**src/hw/bp_pkg.sv**
```systemverilog
`default_nettype none

package bp_pkg;

	// full program counter width.
	localparam int pc_width = 64;

	// 2-bit saturating direction counter, upper bit is the direction.
	typedef logic [1:0] counter_t;

	localparam counter_t ctr_strong_not_taken = 2'd0;
	localparam counter_t ctr_weak_not_taken   = 2'd1;
	localparam counter_t ctr_weak_taken       = 2'd2;
	localparam counter_t ctr_strong_taken     = 2'd3;

	// targets are 4-byte aligned, so only the word address is stored.
	localparam int target_bits = pc_width - 2;

	typedef logic [target_bits-1:0] target_t;

endpackage : bp_pkg

`default_nettype wire

```
**src/hw/predict_control.sv**
```systemverilog
`timescale 1ns/10ps
`default_nettype none

// turns lookups into predictions and resolves into table training.
// this block is purely combinational and the tables and history register the writes.
module predict_control
	import bp_pkg::*;
#(
	parameter int index_bits = 8,
	localparam int tag_bits = pc_width - 2 - index_bits
) (
	input  wire logic                  lookup_valid,
	input  wire logic [pc_width-1:0]   lookup_pc,
	input  wire logic [index_bits-1:0] lookup_index,
	input  wire logic [tag_bits-1:0]   lookup_tag,

	input  wire logic                  resolve_valid,
	input  wire logic                  resolve_taken,
	input  wire logic [pc_width-1:0]   resolve_target,
	input  wire logic [index_bits-1:0] resolve_index,
	input  wire logic [tag_bits-1:0]   resolve_tag,

	// table read and check addressing.
	output logic      [index_bits-1:0] read_index,
	output logic      [tag_bits-1:0]   read_tag,
	output logic      [index_bits-1:0] check_index,
	output logic      [tag_bits-1:0]   check_tag,

	input  wire logic                  ctr_read_hit,
	input  wire counter_t              ctr_read_payload,
	input  wire logic                  ctr_check_hit,
	input  wire counter_t              ctr_check_payload,
	input  wire logic                  tgt_read_hit,
	input  wire target_t               tgt_read_payload,

	output logic                       ctr_write_enable,
	output counter_t                   ctr_write_payload,
	output logic                       tgt_write_enable,
	output target_t                    tgt_write_payload,

	output logic                       history_shift,
	output logic                       history_taken,

	output logic                       prediction_hit,
	output logic                       prediction_taken,
	output logic      [pc_width-1:0]   prediction_target
);

	logic [pc_width-1:0] fall_through; // sequential next fetch.

	// both tables share the hashed index and tag.
	assign read_index  = lookup_index;
	assign read_tag    = lookup_tag;
	assign check_index = resolve_index;
	assign check_tag   = resolve_tag;

	assign fall_through = lookup_pc + pc_width'(4);

	// prediction side.
	always_comb begin
		prediction_hit    = lookup_valid && ctr_read_hit;
		prediction_taken  = prediction_hit && ctr_read_payload[1]; // upper bit is direction.
		prediction_target = '0;
		if (lookup_valid) begin
			// a taken guess without a stored target still falls through.
			if (prediction_taken && tgt_read_hit) begin
				prediction_target = {tgt_read_payload, 2'b00};
			end else begin
				prediction_target = fall_through;
			end
		end
	end

	// counter training.
	always_comb begin
		ctr_write_enable = resolve_valid;
		if (!ctr_check_hit) begin
			// new entry starts weak in the resolved direction.
			ctr_write_payload = resolve_taken ? ctr_weak_taken : ctr_weak_not_taken;
		end else if (resolve_taken) begin
			if (ctr_check_payload == ctr_strong_taken) begin
				ctr_write_payload = ctr_strong_taken; // saturate at the top.
			end else begin
				ctr_write_payload = ctr_check_payload + counter_t'(1);
			end
		end else begin
			if (ctr_check_payload == ctr_strong_not_taken) begin
				ctr_write_payload = ctr_strong_not_taken; // saturate at the bottom.
			end else begin
				ctr_write_payload = ctr_check_payload - counter_t'(1);
			end
		end
	end

	// only taken branches have a target worth keeping.
	assign tgt_write_enable  = resolve_valid && resolve_taken;
	assign tgt_write_payload = resolve_target[pc_width-1:2];

	// every resolved branch moves the history.
	assign history_shift = resolve_valid;
	assign history_taken = resolve_taken;

endmodule : predict_control

`default_nettype wire

```
**config.mk**
```make
export PLATFORM = sky130hd
export DESIGN_NAME = predict_control
export DESIGN_NICKNAME = d
export VERILOG_FILES = /design/src/hw/bp_pkg.sv /design/src/hw/predict_control.sv
export SDC_FILE = /design/constraint.sdc
export NUM_CORES = 1
export LEC_CHECK = 0
export BUFFER_PORTS_ARGS = -buffer_cell sky130_fd_sc_hd__buf_2
export CORE_AREA = 2 2 228 230
export DETAILED_ROUTE_END_ITERATION = 16
export DIE_AREA = 0 0 230 232
export PLACE_DENSITY_LB_ADDON = 0.1
export SYNTH_ARGS = -nofsm -noshare
export SYNTH_HDL_FRONTEND = slang
export SYNTH_SLANG_ARGS = --single-unit
```
**constraint.sdc**
```tcl
create_clock -name vclk -period 2
set_input_delay 0.1 -clock vclk [all_inputs]
set_output_delay 0.1 -clock vclk [all_outputs]
set_load 0.01 [all_outputs]
```
==> run_results.csv <==
group,metric,value,unit
synthesis,synthesis.area,0.003847,mm²
critical_path,critPathLaunch,"lookup_pc[27]",
synthesis,synth_common_cells,"189 x buf_4, 46 x o21ai_0, 39 x nand2_1, 35 x nor2_1, 32 x nand4_1",
global_routing,antenna_found_initial,4,
synthesis,yosysMostFrequentCell,"buf_4",
power_and_ir_drop,power_frac_seq,0,%
routing,antenna_left,0,
routing,wirelength,26280,µm
final_layout,area_delta_synth_final,64.10,%
min_path,holdCritPathClass,"input port to output port",
timing,tns,-3233,ps
routing,viasPerCell,3.338,
routing,drt-pass1-iter-count,4,
routing,routedWlPerCell,18.42,µm
critical_path,cp.required,1900,ps
timing,max_freq,444.8,MHz
floorplanning,initial_core_util,7.561,%
synthesis,yosysUniqueCellTypes,42,
power_and_ir_drop,clkPwrFrac,0,%
critical_path,crit_end,"prediction_target[49]",
cts,hold_buffers,0,
power_and_ir_drop,p_switching,0.4459,mW
timing,slew_headroom,65.13,%
final_layout,nClkBuffers,0,
timing,period_needed,2248,ps
critical_path,critPathKind,"input port to output port",
power_and_ir_drop,powerDensity,137.5,mW/mm²
power_and_ir_drop,power.leakage,2.659,nW
synthesis,ys_seq_area_share,0,%
global_routing,grt_use_met3,2.247,%
synthesis,synth_nets,932,
timing,grt_setup_unrepaired,"yes",
floorplanning,die_h,232,µm
critical_path,worst_ep_arrival_time,2150,ps
power_and_ir_drop,pwr-share-comb,100.0,%
timing,setup_viol,27,
timing,hold_viol,0,
critical_path,crit_fanout,4,
timing,finalCritPeriodShare,112.4,%
global_routing,track_usage,9.216,%
routing,drc,0,
synthesis,syn_avg_cell_area,6.338,µm²
final_layout,regArea,0,µm²
floorplanning,die_x,230,µm
synthesis,synth.largest_area_cell,"buf_4",
status,status,"finished, violations left",
synthesis,syn_inst,607,
global_routing,grt_pass1_wl,36110,µm
synthesis,yosys.area.top_type_share,36.88,%
global_routing,grt_use_met2,16.49,%
timing,worst_slack,-248.4,ps
power_and_ir_drop,power.internal,0.4225,mW
global_routing,grt-ovfl-total,0,
floorplanning,rows,83,
final_layout,drive_gt1_share,59.44,%
final_layout,fillCellCount,6043,
global_routing,busiest_layer,"met2",
power_and_ir_drop,vdd_drop_max,0.03999,mV
job,drv_cap,0,
routing,vias,4764,
global_routing,grt_util_met1,10.47,%
routing,drt_iter0_markers,122,
floorplanning,dieArea,0.05336,mm²
synthesis,yosys_warnings,0,
place,pre_cts_ws,-535.2,ps
place,numPortBuffers,207,
global_routing,grt_pass1_vias,5087,
final_layout,fin_nets,1074,
global_routing,grt_max_degree,50,
power_and_ir_drop,swShare,51.34,%
place,detailedPlacementHpwl,22860,µm
place,gp_congestion,0.7284,
floorplanning,coreArea,0.05089,mm²
critical_path,cp-end-kind,"output port",
critical_path,start_kind,"input port",
timing,tightest_slew,519.0,ps
synthesis,synth_area_leaders,"buf_4 37%, o21ai_0 6.0%, xnor2_1 5.2%",
power_and_ir_drop,total_power,0.8684,mW
final_layout,design.seq.count,0,
min_path,hold_depth,0,
final_layout,n_antenna_cell,0,
timing,maxSlewViolCount,0,
status,violations,"negative setup slack",
floorplanning,ios,582,
-- cells in the final DEF (no fill, tap or decap), types with 10 or more instances in the layout --
cell / instances
xnor2_1: 18
nor2_1: 33
a211oi_1: 12
nand4_1: 32
nand3_1: 17
buf_6: 41
nor4_4: 11
a21oi_1: 24
nor3_1: 10
buf_2: 175
nand2_1: 36
buf_4: 135
o21ai_0: 43
xor2_1: 14
-- logic make-up (layout without fill, tap and decap cells) --
group | after synthesis | count (layout) | synth area share, %
xor gates and xnor gates | 38 | 38 | 8.650
adders and majority gates | 1 | 1 | 0.3252
buffers and inverters | 228 | 368 | 40.75
AOI/OAI and AO/OA | 123 | 123 | 19.09
muxes | 3 | 3 | 0.7805
and+or+nand+nor | 214 | 214 | 30.41
-- cell type report --
cell class                      instances  area (µm²)  share of cell area (%)
Inverter                                6       22.52                  0.3567
Timing Repair Buffer                  362        2566                   40.65
Tap cell                              680       850.8                   13.48
Multi-Input combinational cell        379        2874                   45.52
-- critical path: stages --
cell and delay [ps]:
buf_6 90, nand2_2 50, or4_4 600, or3_4 470, or4_4 520, a31oi_4 180, buf_2 140
-- stage by stage --
step	hold WS [ps]	utilization [%]	area, µm²	instances
2_1_floorplan	283.2	-	3919	607
3_3_place_gp	200.1	10.36	5271	1407
3_5_place_dp	200.1	10.36	5271	1407
4_1_cts	200.1	11.94	6075	1422
5_1_grt	200.0	12.41	6314	1427
6_report	200.0	12.41	6314	1427
-- worst min-delay path by stage --
| stage | start | end |
|---|---|---|
| 3_3_place_gp | resolve_tag[10] | check_tag[10] |
| 4_1_cts | resolve_tag[10] | check_tag[10] |
| 5_1_grt | resolve_tag[13] | check_tag[13] |
| 6_report | lookup_tag[44] | read_tag[44] |
| 3_5_place_dp | resolve_tag[10] | check_tag[10] |
| 2_1_floorplan | lookup_pc[2] | prediction_target[2] |
-- routing by layer --
metal,wire (µm),vias up
met3,1961,102
met4,1217,4
met1,10400,2115
li1,-,2274
met5,23,-
met2,12670,269
-- power by group through the flow --
stage                     Combinational (mW)  Clock, mW  Sequential [mW]
after floorplan                        0.659          0                0
after global placement                 0.812          0                0
after detailed placement               0.807          0                0
after CTS                              0.884          0                0
after global routing                   0.962          0                0
final                                  0.868          0                0
-- timing repair --
action	in CTS	in global routing
buffers inserted	19	9
gates cloned	0	1
setup endpoints to repair	39	35
resized for setup	136	38
pin swaps	60	31
Power figures use the tool's default switching activity.
