### src/hw/bp_pkg.sv
`default_nettype none

package bp_pkg;

	// full program counter width.
	localparam int pc_width = 64;

	// 2-bit saturating direction counter, upper bit is the direction.
	typedef logic [1:0] counter_t;

	localparam counter_t ctr_strong_not_taken = 2'd0;
	localparam counter_t ctr_weak_not_taken   = 2'd1;
	localparam counter_t ctr_weak_taken       = 2'd2;
	localparam counter_t ctr_strong_taken     = 2'd3;

	// targets are 4-byte aligned, so only the word address is stored.
	localparam int target_bits = pc_width - 2;

	typedef logic [target_bits-1:0] target_t;

endpackage : bp_pkg

`default_nettype wire

### src/hw/global_history.sv
`timescale 1ns/10ps
`default_nettype none

// global outcome history and the gshare hash for both pcs.
module global_history
	import bp_pkg::*;
#(
	parameter int index_bits = 8,
	parameter int history_bits = 8,
	localparam int tag_bits = pc_width - 2 - index_bits
) (
	input  wire logic                  clk,
	input  wire logic                  reset,

	input  wire logic                  history_shift,
	input  wire logic                  history_taken,

	input  wire logic [pc_width-1:0]   lookup_pc,
	input  wire logic [pc_width-1:0]   resolve_pc,

	output logic      [index_bits-1:0] lookup_index,
	output logic      [tag_bits-1:0]   lookup_tag,
	output logic      [index_bits-1:0] resolve_index,
	output logic      [tag_bits-1:0]   resolve_tag
);

	logic [history_bits-1:0] history; // newest outcome in bit 0.
	logic [index_bits-1:0]   history_ext;

	always_ff @(posedge clk) begin
		if (reset) begin
			history <= '0;
		end else if (history_shift) begin
			history <= (history << 1) | history_bits'(history_taken);
		end
	end

	// short histories only fold into the low index bits.
	assign history_ext = index_bits'(history);

	// word-index bits of the pc xor history.
	assign lookup_index  = lookup_pc[index_bits+1:2] ^ history_ext;
	assign resolve_index = resolve_pc[index_bits+1:2] ^ history_ext;

	// everything above the index is tag.
	assign lookup_tag  = lookup_pc[pc_width-1:index_bits+2];
	assign resolve_tag = resolve_pc[pc_width-1:index_bits+2];

endmodule : global_history

`default_nettype wire

### config.mk
export PLATFORM = sky130hd
export DESIGN_NAME = global_history
export DESIGN_NICKNAME = d
export VERILOG_FILES = /design/src/hw/bp_pkg.sv /design/src/hw/global_history.sv
export SDC_FILE = /design/constraint.sdc
export NUM_CORES = 1
export LEC_CHECK = 0
export ABC_AREA = 1
export BUFFER_PORTS_ARGS = -buffer_cell sky130_fd_sc_hd__buf_2
export CAP_MARGIN = 20
export CORE_AREA = 2 2 98 100
export CTS_BUF_LIST = sky130_fd_sc_hd__clkbuf_8 sky130_fd_sc_hd__clkbuf_16
export DETAILED_ROUTE_END_ITERATION = 16
export DIE_AREA = 0 0 100 102
export PLACE_DENSITY = 0.6
export RECOVER_POWER = 100
export SYNTH_ARGS = -nofsm -noshare
export SYNTH_HDL_FRONTEND = slang
export SYNTH_SLANG_ARGS = --single-unit
### constraint.sdc
create_clock -name clk -period 0.84 [get_ports clk]
set_clock_uncertainty 0.05 [all_clocks]
set_input_delay 0.084 -clock clk [delete_from_list [all_inputs] [get_ports clk]]
set_output_delay 0.084 -clock clk [all_outputs]
set_load 0.005 [all_outputs]
==> results of run 1 <==
==> cell usage in the layout, fill, tap and decap left out <==
cell type / Yosys / final
dfxtp_4: 0 / 8
nand2_2: 2 / 4
inv_1: 9 / 4
buf_4: 108 / 3
clkbuf_8: 0 / 3
nor2_2: 2 / 2
nor2_1: 14 / 14
diode_2: 0 / 1
nand2_1: 14 / 12
inv_2: 0 / 5
xor2_1: 16 / 16
buf_2: 0 / 35
buf_6: 2 / 4
==> worst max-delay path, cell delays in order, from the launching register on <==
cell     delay (ns)
dfxtp_4        0.35
xor2_1         0.15
buf_2          0.12
==> power by group <==
| part | total (mW) | switching [mW] | internal, mW |
|---|---|---|---|
| Combinational | 0.315 | 0.135 | 0.180 |
| Sequential | 0.432 | 0.0318 | 0.400 |
| Clock | 0.464 | 0.153 | 0.310 |
==> area by class of cell <==
type / count / area (sq um) / area share
multi-input cells: 48 / 275 / 0.298
repair buffers: 42 / 243 / 0.263
flip-flops and latches: 8 / 190 / 0.206
well taps: 111 / 139 / 0.150
clock buffers: 3 / 41.3 / 0.0447
inverters: 9 / 33.8 / 0.0365
diodes: 1 / 2.50 / 0.00271
==> cell usage after synthesis <==
master   instances  area (sq um)
nand2_1         14          52.6
xor2_1          16           140
nor2_1          14          52.6
nand2_2          2          12.5
buf_6            2          22.5
dfxtp_1          8           160
nor2_2           2          12.5
inv_1            9          33.8
buf_4          108           811
==> per-stage QoR <==
step / cell area [sq um] / hold slack, ns / worst slack [ns] / util
after detailed placement: 778 / 0.118 / 0.00565 / 0.0854
after CTS: 902 / 0.0884 / -0.159 / 0.0990
after global routing: 922 / 0.118 / -0.198 / 0.101
final: 925 / 0.0859 / -0.150 / 0.102
after global placement: 778 / 0.118 / 0.00511 / 0.0854
after floorplan: 1300 / 0.169 / 0.150 / -
==> per-layer routing <==
metal  vias up  wire (um)  track usage
li1        281          -            -
met1       255        588       0.0263
met2        73        920       0.0556
met3        49        416       0.0253
met4         0        355       0.0917
met5         -          0            0
==> path summary, 6_finish.rpt <==
path                            slack (ns)              end  cells after the start
worst max-delay path                 -0.15  lookup_index[3]                      2
worst min-delay path                  0.09       history[0]                      5
worst max register to register        0.03       history[5]                      5
worst min register to register        0.47       history[7]                      2
==> logic make-up (layout without fill, tap and decap cells) <==
logic type,count (synthesis),count (layout),synth area share
buffers and inverters,119,54,0.668
and+or+nand+nor,32,32,0.100
xor gates and xnor gates,16,16,0.108
DFF,8,8,0.123
other,0,1,0
==> timing repair <==
item	in CTS	in global routing
resized for setup	16	11
buffers inserted	7	0
setup endpoints to repair	16	22
endpoints found under the hold margin	0	0
pin swaps	12	10
cloned	0	0
==> results.sh, run 1 <==
export IMPL_timing_worst_setup_path_type="flop to output pin"
export IMPL_drt_iter0_drc=5
export IMPL_rsz0062_at_grt="yes"
export IMPL_synth_area_sq_um=1300
export IMPL_placed_cells=211
export IMPL_die_w_um=100
export IMPL_initial_core_util=0.142
export IMPL_drt_first_pass_iters=2
export IMPL_cp_start_kind="flop"
export IMPL_yosysWarnings=0
export IMPL_crit_fanout=3
export IMPL_clock_path_buffers=2
export IMPL_drive_above_1_share=0.582
export IMPL_worst_ep_arrival_time_ns=0.86
export IMPL_worst_setup_path_end_kind="output pin"
export IMPL_dp_hpwl_um=1850
export IMPL_largest_reg_flops=8
export IMPL_timing_final_crit_period_ns=0.990
export IMPL_ir_drop_uv=192
export IMPL_die_area_sq_um=10200
export IMPL_rr_startpoint="history[4]"
export IMPL_grt_pass1_wl_um=3020
export IMPL_syn_nets=307
export IMPL_critical_path_startpoint="history[3]"
export IMPL_status="complete, but fails checks"
export IMPL_ant_nets=0
export IMPL_place_congestion=0.656
export IMPL_synthCells=175
export IMPL_synth_seq_cells=8
export IMPL_required_ns=0.71
export IMPL_power_mw=1.21
export IMPL_vias_per_cell=2.96
export IMPL_yosysUniqueCellTypes=9
export IMPL_slew_headroom=0.812
export IMPL_totalWireLength_um=2280
export IMPL_vias=658
export IMPL_avgRoutedWirePerCell_um=10.3
export IMPL_grt_max_degree=17
export IMPL_yosysSeqAreaShare=0.123
export IMPL_cts_sinks=8
export IMPL_nFillCells=1053
export IMPL_violations="negative setup slack"
export IMPL_io_buffers=35
export IMPL_min_from="history_taken"
export IMPL_cts_buffers=3
export IMPL_final_hold_violation_count=0
export IMPL_p_leak_nw=0.464
export IMPL_placementRows=35
export IMPL_drc_errors=0
export IMPL_grt_antenna_before_repair=0
export IMPL_cts_tree="built"
export IMPL_clock_root_buffer="clkbuf_8"
export IMPL_holdBufCountCts=0
export IMPL_regMostFlops="history"
export IMPL_timing_setup_tns_ns=-2.28
export IMPL_final_nets=244
export IMPL_h_tree_depth=1
export IMPL_cap_violations=0
export IMPL_fin_crit_sh=1.18
export IMPL_hp_class="primary input to flop"
export IMPL_max_slew_worst_pin_slew_ns=0.282
export IMPL_fp_dieH_um=102
export IMPL_core_sq_um=9110
export IMPL_clk_latency_ns=0.23
export IMPL_grt_total_usage=0.0423
export IMPL_final_cell_count_no_fill=222
export IMPL_grt_overflow=0
export IMPL_grt_pass1_vias=598
export IMPL_powerDensity_nw_per_um2=1310
export IMPL_setup_viol=16
export IMPL_io_pins=256
export IMPL_largestRegisters="history (8)"
export IMPL_timing_final_ws_setup_ns=-0.150
export IMPL_drv_slew=0
export IMPL_synthToLayoutAreaGrowth_pct=-28.7
export IMPL_max_freq_mhz=1010
export IMPL_cts_reportedPaths_clkPinSlew_ns=0.04
export IMPL_synth_area_per_cell_sq_um=7.41
Note: power is estimated with default switching activity, not from simulation.
==> run 2, diff against run 1 <==
==> constraint.sdc (replaced) <==
create_clock -name clk -period 0.84 [get_ports clk]
set_clock_uncertainty 0.05 [all_clocks]
set_input_delay 0.084 -clock clk [delete_from_list [all_inputs] [get_ports clk]]
set_output_delay 0.084 -clock clk [all_outputs]
set_load 0.02 [all_outputs]
==> run 2 against run 1 <==
Sequential power grew 1%; non-clock buffer count is the same; critical path type unchanged; cell count is the same; die area is the same; the run still ends with negative setup slack left; register-to-register slack lost 0.02 ns; largest cell class unchanged; sequential cell count is the same; setup slack lost 0.042 ns.
==> results.sh, run 2 (synthesized netlist as in run 1, its figures left out) <==
export IMPL_placed_area_sq_um=793
export IMPL_largestRegisters="history (8)"
export IMPL_timing_setup_tns_ns=-2.92
export IMPL_largest_reg_flops=8
export IMPL_rsz0062_at_grt="yes"
export IMPL_slew_headroom=0.786
export IMPL_fin_area_sq_um=985
export IMPL_cts_reportedPaths_clkPinSlew_ns=0.04
export IMPL_vias=664
export IMPL_violations="negative setup slack"
export IMPL_clk_latency_ns=0.23
export IMPL_hp_class="primary input to flop"
export IMPL_max_freq_mhz=968
export IMPL_whs_ns=0.0860
export IMPL_pre_cts_ws_ns=-0.0465
export IMPL_totalWireLength_um=2310
export IMPL_placed_cells=213
export IMPL_timing_worst_setup_path_type="flop to output pin"
export IMPL_final_hold_violation_count=0
export IMPL_use_met2=0.0577
export IMPL_die_area_sq_um=10200
export IMPL_cap_violations=0
export IMPL_status="complete, but fails checks"
export IMPL_setup_viol=16
export IMPL_final_nets=244
export IMPL_die_w_um=100
export IMPL_cp_start_kind="flop"
export IMPL_io_buffers=35
export IMPL_powerDensity_nw_per_um2=1410
export IMPL_grtUsageMet1=0.0267
export IMPL_multi_input_area_sq_um=290
export IMPL_grt_use_met3=0.0253
export IMPL_drt_iter0_drc=29
export IMPL_layout_common_cells="buf_2 (19), buf_4 (17), xor2_1 (15), nor2_1 (13), nand2_1 (12)"
export IMPL_drt_first_pass_iters=4
export IMPL_drv_slew=0
export IMPL_max_slew_worst_pin_slew_ns=0.321
export IMPL_clock_root_buffer="clkbuf_8"
export IMPL_p_leak_nw=0.482
export IMPL_regMostFlops="history"
export IMPL_dp_hpwl_um=1860
export IMPL_ff_latch_area_sq_um=188
export IMPL_finish_utilization=0.108
export IMPL_power_mw=1.38
export IMPL_grt_total_usage=0.0430
export IMPL_grt_overflow=0
export IMPL_layout_commonest_cell="buf_2"
export IMPL_cts_tree="built"
export IMPL_timing_final_crit_period_ns=1.03
export IMPL_core_sq_um=9110
export IMPL_avgRoutedWirePerCell_um=10.4
export IMPL_cts_sinks=8
export IMPL_final_cell_count_no_fill=222
export IMPL_io_pins=256
export IMPL_fp_dieH_um=102
export IMPL_synthToLayoutAreaGrowth_pct=-24.1
export IMPL_worst_setup_path_end_kind="output pin"
export IMPL_worst_ep_arrival_time_ns=0.90
export IMPL_nFillCells=1055
export IMPL_ant_nets=0
export IMPL_busiest_layer="met4"
export IMPL_place_congestion=0.656
export IMPL_grt_pass1_vias=615
export IMPL_ir_drop_uv=240
export IMPL_drive_above_1_share=0.600
export IMPL_h_tree_depth=1
export IMPL_grt_antenna_before_repair=0
export IMPL_initial_core_util=0.142
export IMPL_holdBufCountCts=0
export IMPL_fin_crit_sh=1.23
export IMPL_vias_per_cell=2.99
export IMPL_drc_errors=0
export IMPL_placementRows=35
export IMPL_required_ns=0.71
export IMPL_grt_max_degree=17
export IMPL_timing_final_ws_setup_ns=-0.193
export IMPL_crit_fanout=3
export IMPL_cts_buffers=3
export IMPL_grt_pass1_wl_um=3080
export IMPL_clock_path_buffers=2
## run 2: layer usage
metal	wire [um]	up-vias
met3	429	49
li1	-	276
met4	356	0
met5	0	-
met1	577	263
met2	948	76
## run 2: timing repair
action	4_1_cts	5_1_grt
resized for setup	34	14
buffers inserted	5	0
pin swaps	8	10
endpoints found under the setup margin	17	22
## run 2: where the power goes
part	leakage (nW)	switching, mW	internal [mW]
clock network	0.0216	0.151	0.310
registers	0.0710	0.0351	0.402
logic	0.389	0.248	0.239
## run 2: worst paths after layout
check                              startpoint  slack [ns]               end  depth (start not counted)
worst max-delay path               history[4]       -0.19  resolve_index[4]                          2
worst min-delay path            history_taken        0.09        history[0]                          5
worst max register to register     history[1]        0.01        history[1]                          4
worst min register to register     history[7]        0.47        history[7]                          2
## run 2: cell type report
cell class / instances / share of cell area
well taps: 111 / 0.141
clock buffers: 3 / 0.0419
diodes: 1 / 0.00254
flip-flops and latches: 8 / 0.191
repair buffers: 42 / 0.295
inverters: 9 / 0.0343
multi-input cells: 48 / 0.295
## run 2: critical path, stage by stage (launching register included)
cell and delay, ns:
dfxtp_4 0.36, xor2_1 0.16, buf_4 0.15
==> run 3, diff against run 2 <==
--- a/config.mk
+++ b/config.mk
@@ -12,8 +12,8 @@
 export CTS_BUF_LIST = sky130_fd_sc_hd__clkbuf_8 sky130_fd_sc_hd__clkbuf_16
 export DETAILED_ROUTE_END_ITERATION = 16
 export DIE_AREA = 0 0 100 102
-export PLACE_DENSITY = 0.6
 export RECOVER_POWER = 100
+export SETUP_SLACK_MARGIN = 0.15
 export SYNTH_ARGS = -nofsm -noshare
 export SYNTH_HDL_FRONTEND = slang
 export SYNTH_SLANG_ARGS = --single-unit
==> run 3 against run 2 <==
The flow still finishes with violations (negative setup slack); sequential cell count is the same; routed wire length grew 18%; sequential share of layout area shrank 5.0 points; critical path type unchanged; largest power group unchanged.
==> results.sh, run 3 (synthesized netlist as in run 1, its figures left out) <==
export IMPL_whs_endpoint="history[0]"
export IMPL_status="complete, but fails checks"
export IMPL_grt_pass1_vias=771
export IMPL_setup_viol=22
export IMPL_worst_ep_arrival_time_ns=0.92
export IMPL_cts_sinks=8
export IMPL_whs_ns=0.110
export IMPL_place_congestion=0.615
export IMPL_hp_class="primary input to flop"
export IMPL_avgRoutedWirePerCell_um=12.2
export IMPL_worstReg2RegEnd="history[6]"
export IMPL_violations="negative setup slack"
export IMPL_powerDensity_nw_per_um2=1210
export IMPL_worst_setup_path_end_kind="output pin"
export IMPL_initial_core_util=0.142
export IMPL_largest_reg_flops=8
export IMPL_grt_pass1_wl_um=4020
export IMPL_crit_fanout=3
export IMPL_r2r_slack_ns=-0.15
export IMPL_drv_slew=0
export IMPL_max_slew_worst_pin_slew_ns=0.313
export IMPL_fp_dieH_um=102
export IMPL_io_buffers=35
export IMPL_min_path_cells=5
export IMPL_timing_worst_setup_path_type="flop to output pin"
export IMPL_final_hold_violation_count=0
export IMPL_dp_hpwl_um=2230
export IMPL_clk_latency_ns=0.23
export IMPL_drt_iter0_drc=4
export IMPL_p_leak_nw=0.553
export IMPL_reg2reg_depth=6
export IMPL_slew_headroom=0.792
export IMPL_grt_antenna_before_repair=0
export IMPL_grt_max_degree=17
export IMPL_clock_path_buffers=2
export IMPL_core_sq_um=9110
export IMPL_antennaDiodeCount=0
export IMPL_cts_tree="built"
export IMPL_die_area_sq_um=10200
export IMPL_fin_crit_sh=1.26
export IMPL_drt_first_pass_iters=2
export IMPL_holdBufCountCts=0
export IMPL_min_from="history_taken"
export IMPL_clock_root_buffer="clkbuf_8"
export IMPL_ir_drop_uv=353
export IMPL_regMostFlops="history"
export IMPL_rr_startpoint="history[5]"
export IMPL_cts_reportedPaths_clkPinSlew_ns=0.04
export IMPL_cts_buffers=3
export IMPL_ant_nets=0
export IMPL_totalWireLength_um=2730
export IMPL_timing_final_crit_period_ns=1.06
export IMPL_synthToLayoutAreaGrowth_pct=4.15
export IMPL_required_ns=0.71
export IMPL_final_cell_count_no_fill=223
export IMPL_io_pins=256
export IMPL_layout_common_cells="buf_6 (21), buf_2 (20), xor2_4 (16), nand2_1 (12), nor2_1 (11)"
export IMPL_max_freq_mhz=946
export IMPL_power_mw=1.63
export IMPL_drive_above_1_share=0.750
export IMPL_drc_errors=0
export IMPL_die_w_um=100
export IMPL_placementRows=35
export IMPL_cap_violations=0
export IMPL_layout_commonest_cell="buf_6"
export IMPL_h_tree_depth=1
export IMPL_vias=728
export IMPL_vias_per_cell=3.26
export IMPL_final_nets=246
export IMPL_rsz0062_at_grt="yes"
export IMPL_grt_total_usage=0.0528
export IMPL_largestRegisters="history (8)"
export IMPL_grt_overflow=0
export IMPL_cp_start_kind="flop"
export IMPL_placed_cells=211
export IMPL_timing_final_ws_setup_ns=-0.217
-- run 3: cell types whose count changed in the layout (fill, tap and decap cells not counted), sizes merged --
cell,change
buf,+2
diode,-1
-- run 3: worst max-delay path, stage by stage (launching register included) --
cell and delay, ns:
dfxtp_4 0.38, xor2_4 0.18, buf_6 0.13
-- run 3: how the worst max path moves through the flow --
stage	from	to	slack [ns]	cells past startpoint
2_1_floorplan	history[0]	lookup_index[0]	0.11	1
3_3_place_gp	history[2]	lookup_index[2]	0.003	2
3_5_place_dp	history[4]	resolve_index[4]	-0.007	2
4_1_cts	history[4]	resolve_index[4]	-0.22	2
5_1_grt	history[6]	lookup_index[6]	-0.25	2
6_report	history[1]	lookup_index[1]	-0.22	2
-- run 3: timing repair --
action,CTS,global route
setup buffers,7,2
pin swaps,1,16
gates cloned,0,0
gates resized for setup,38,10
endpoints found under the setup margin,23,24
-- run 3: layer usage --
metal,global-route usage,vias up,wire length [um]
met5,0,-,0
met4,0.0717,0,311
met1,0.0305,294,516
met2,0.0728,119,1120
met3,0.0588,41,783
li1,-,274,-
-- run 3: cell type report --
| cell class | count | area, sq um |
|---|---|---|
| Timing Repair Buffer | 44 | 359 |
| Fill cell | 1026 | 7760 |
| Sequential cell | 8 | 190 |
| Clock buffer | 3 | 41.3 |
| Tap cell | 111 | 139 |
| Inverter | 9 | 33.8 |
| Multi-Input combinational cell | 48 | 588 |
-- run 3: per-stage QoR --
| stage | setup slack (ns) | utilization | cell area (sq um) | setup TNS, ns |
|---|---|---|---|---|
| global route | -0.252 | 0.148 | 1350 | -4.59 |
| finish | -0.217 | 0.148 | 1350 | -3.76 |
| global placement | 0.00260 | 0.122 | 1110 | 0 |
| floorplan | 0.107 | - | 1630 | 0 |
| detailed placement | -0.00696 | 0.122 | 1110 | -0.0110 |
| CTS | -0.217 | 0.144 | 1320 | -3.50 |
-- run 3: report_power, final --
| part | total [mW] | switching, mW | internal [mW] |
|---|---|---|---|
| combinational | 0.681 | 0.306 | 0.375 |
| clock | 0.473 | 0.162 | 0.311 |
| sequential | 0.477 | 0.0763 | 0.401 |
| total | 1.63 | 0.544 | 1.09 |
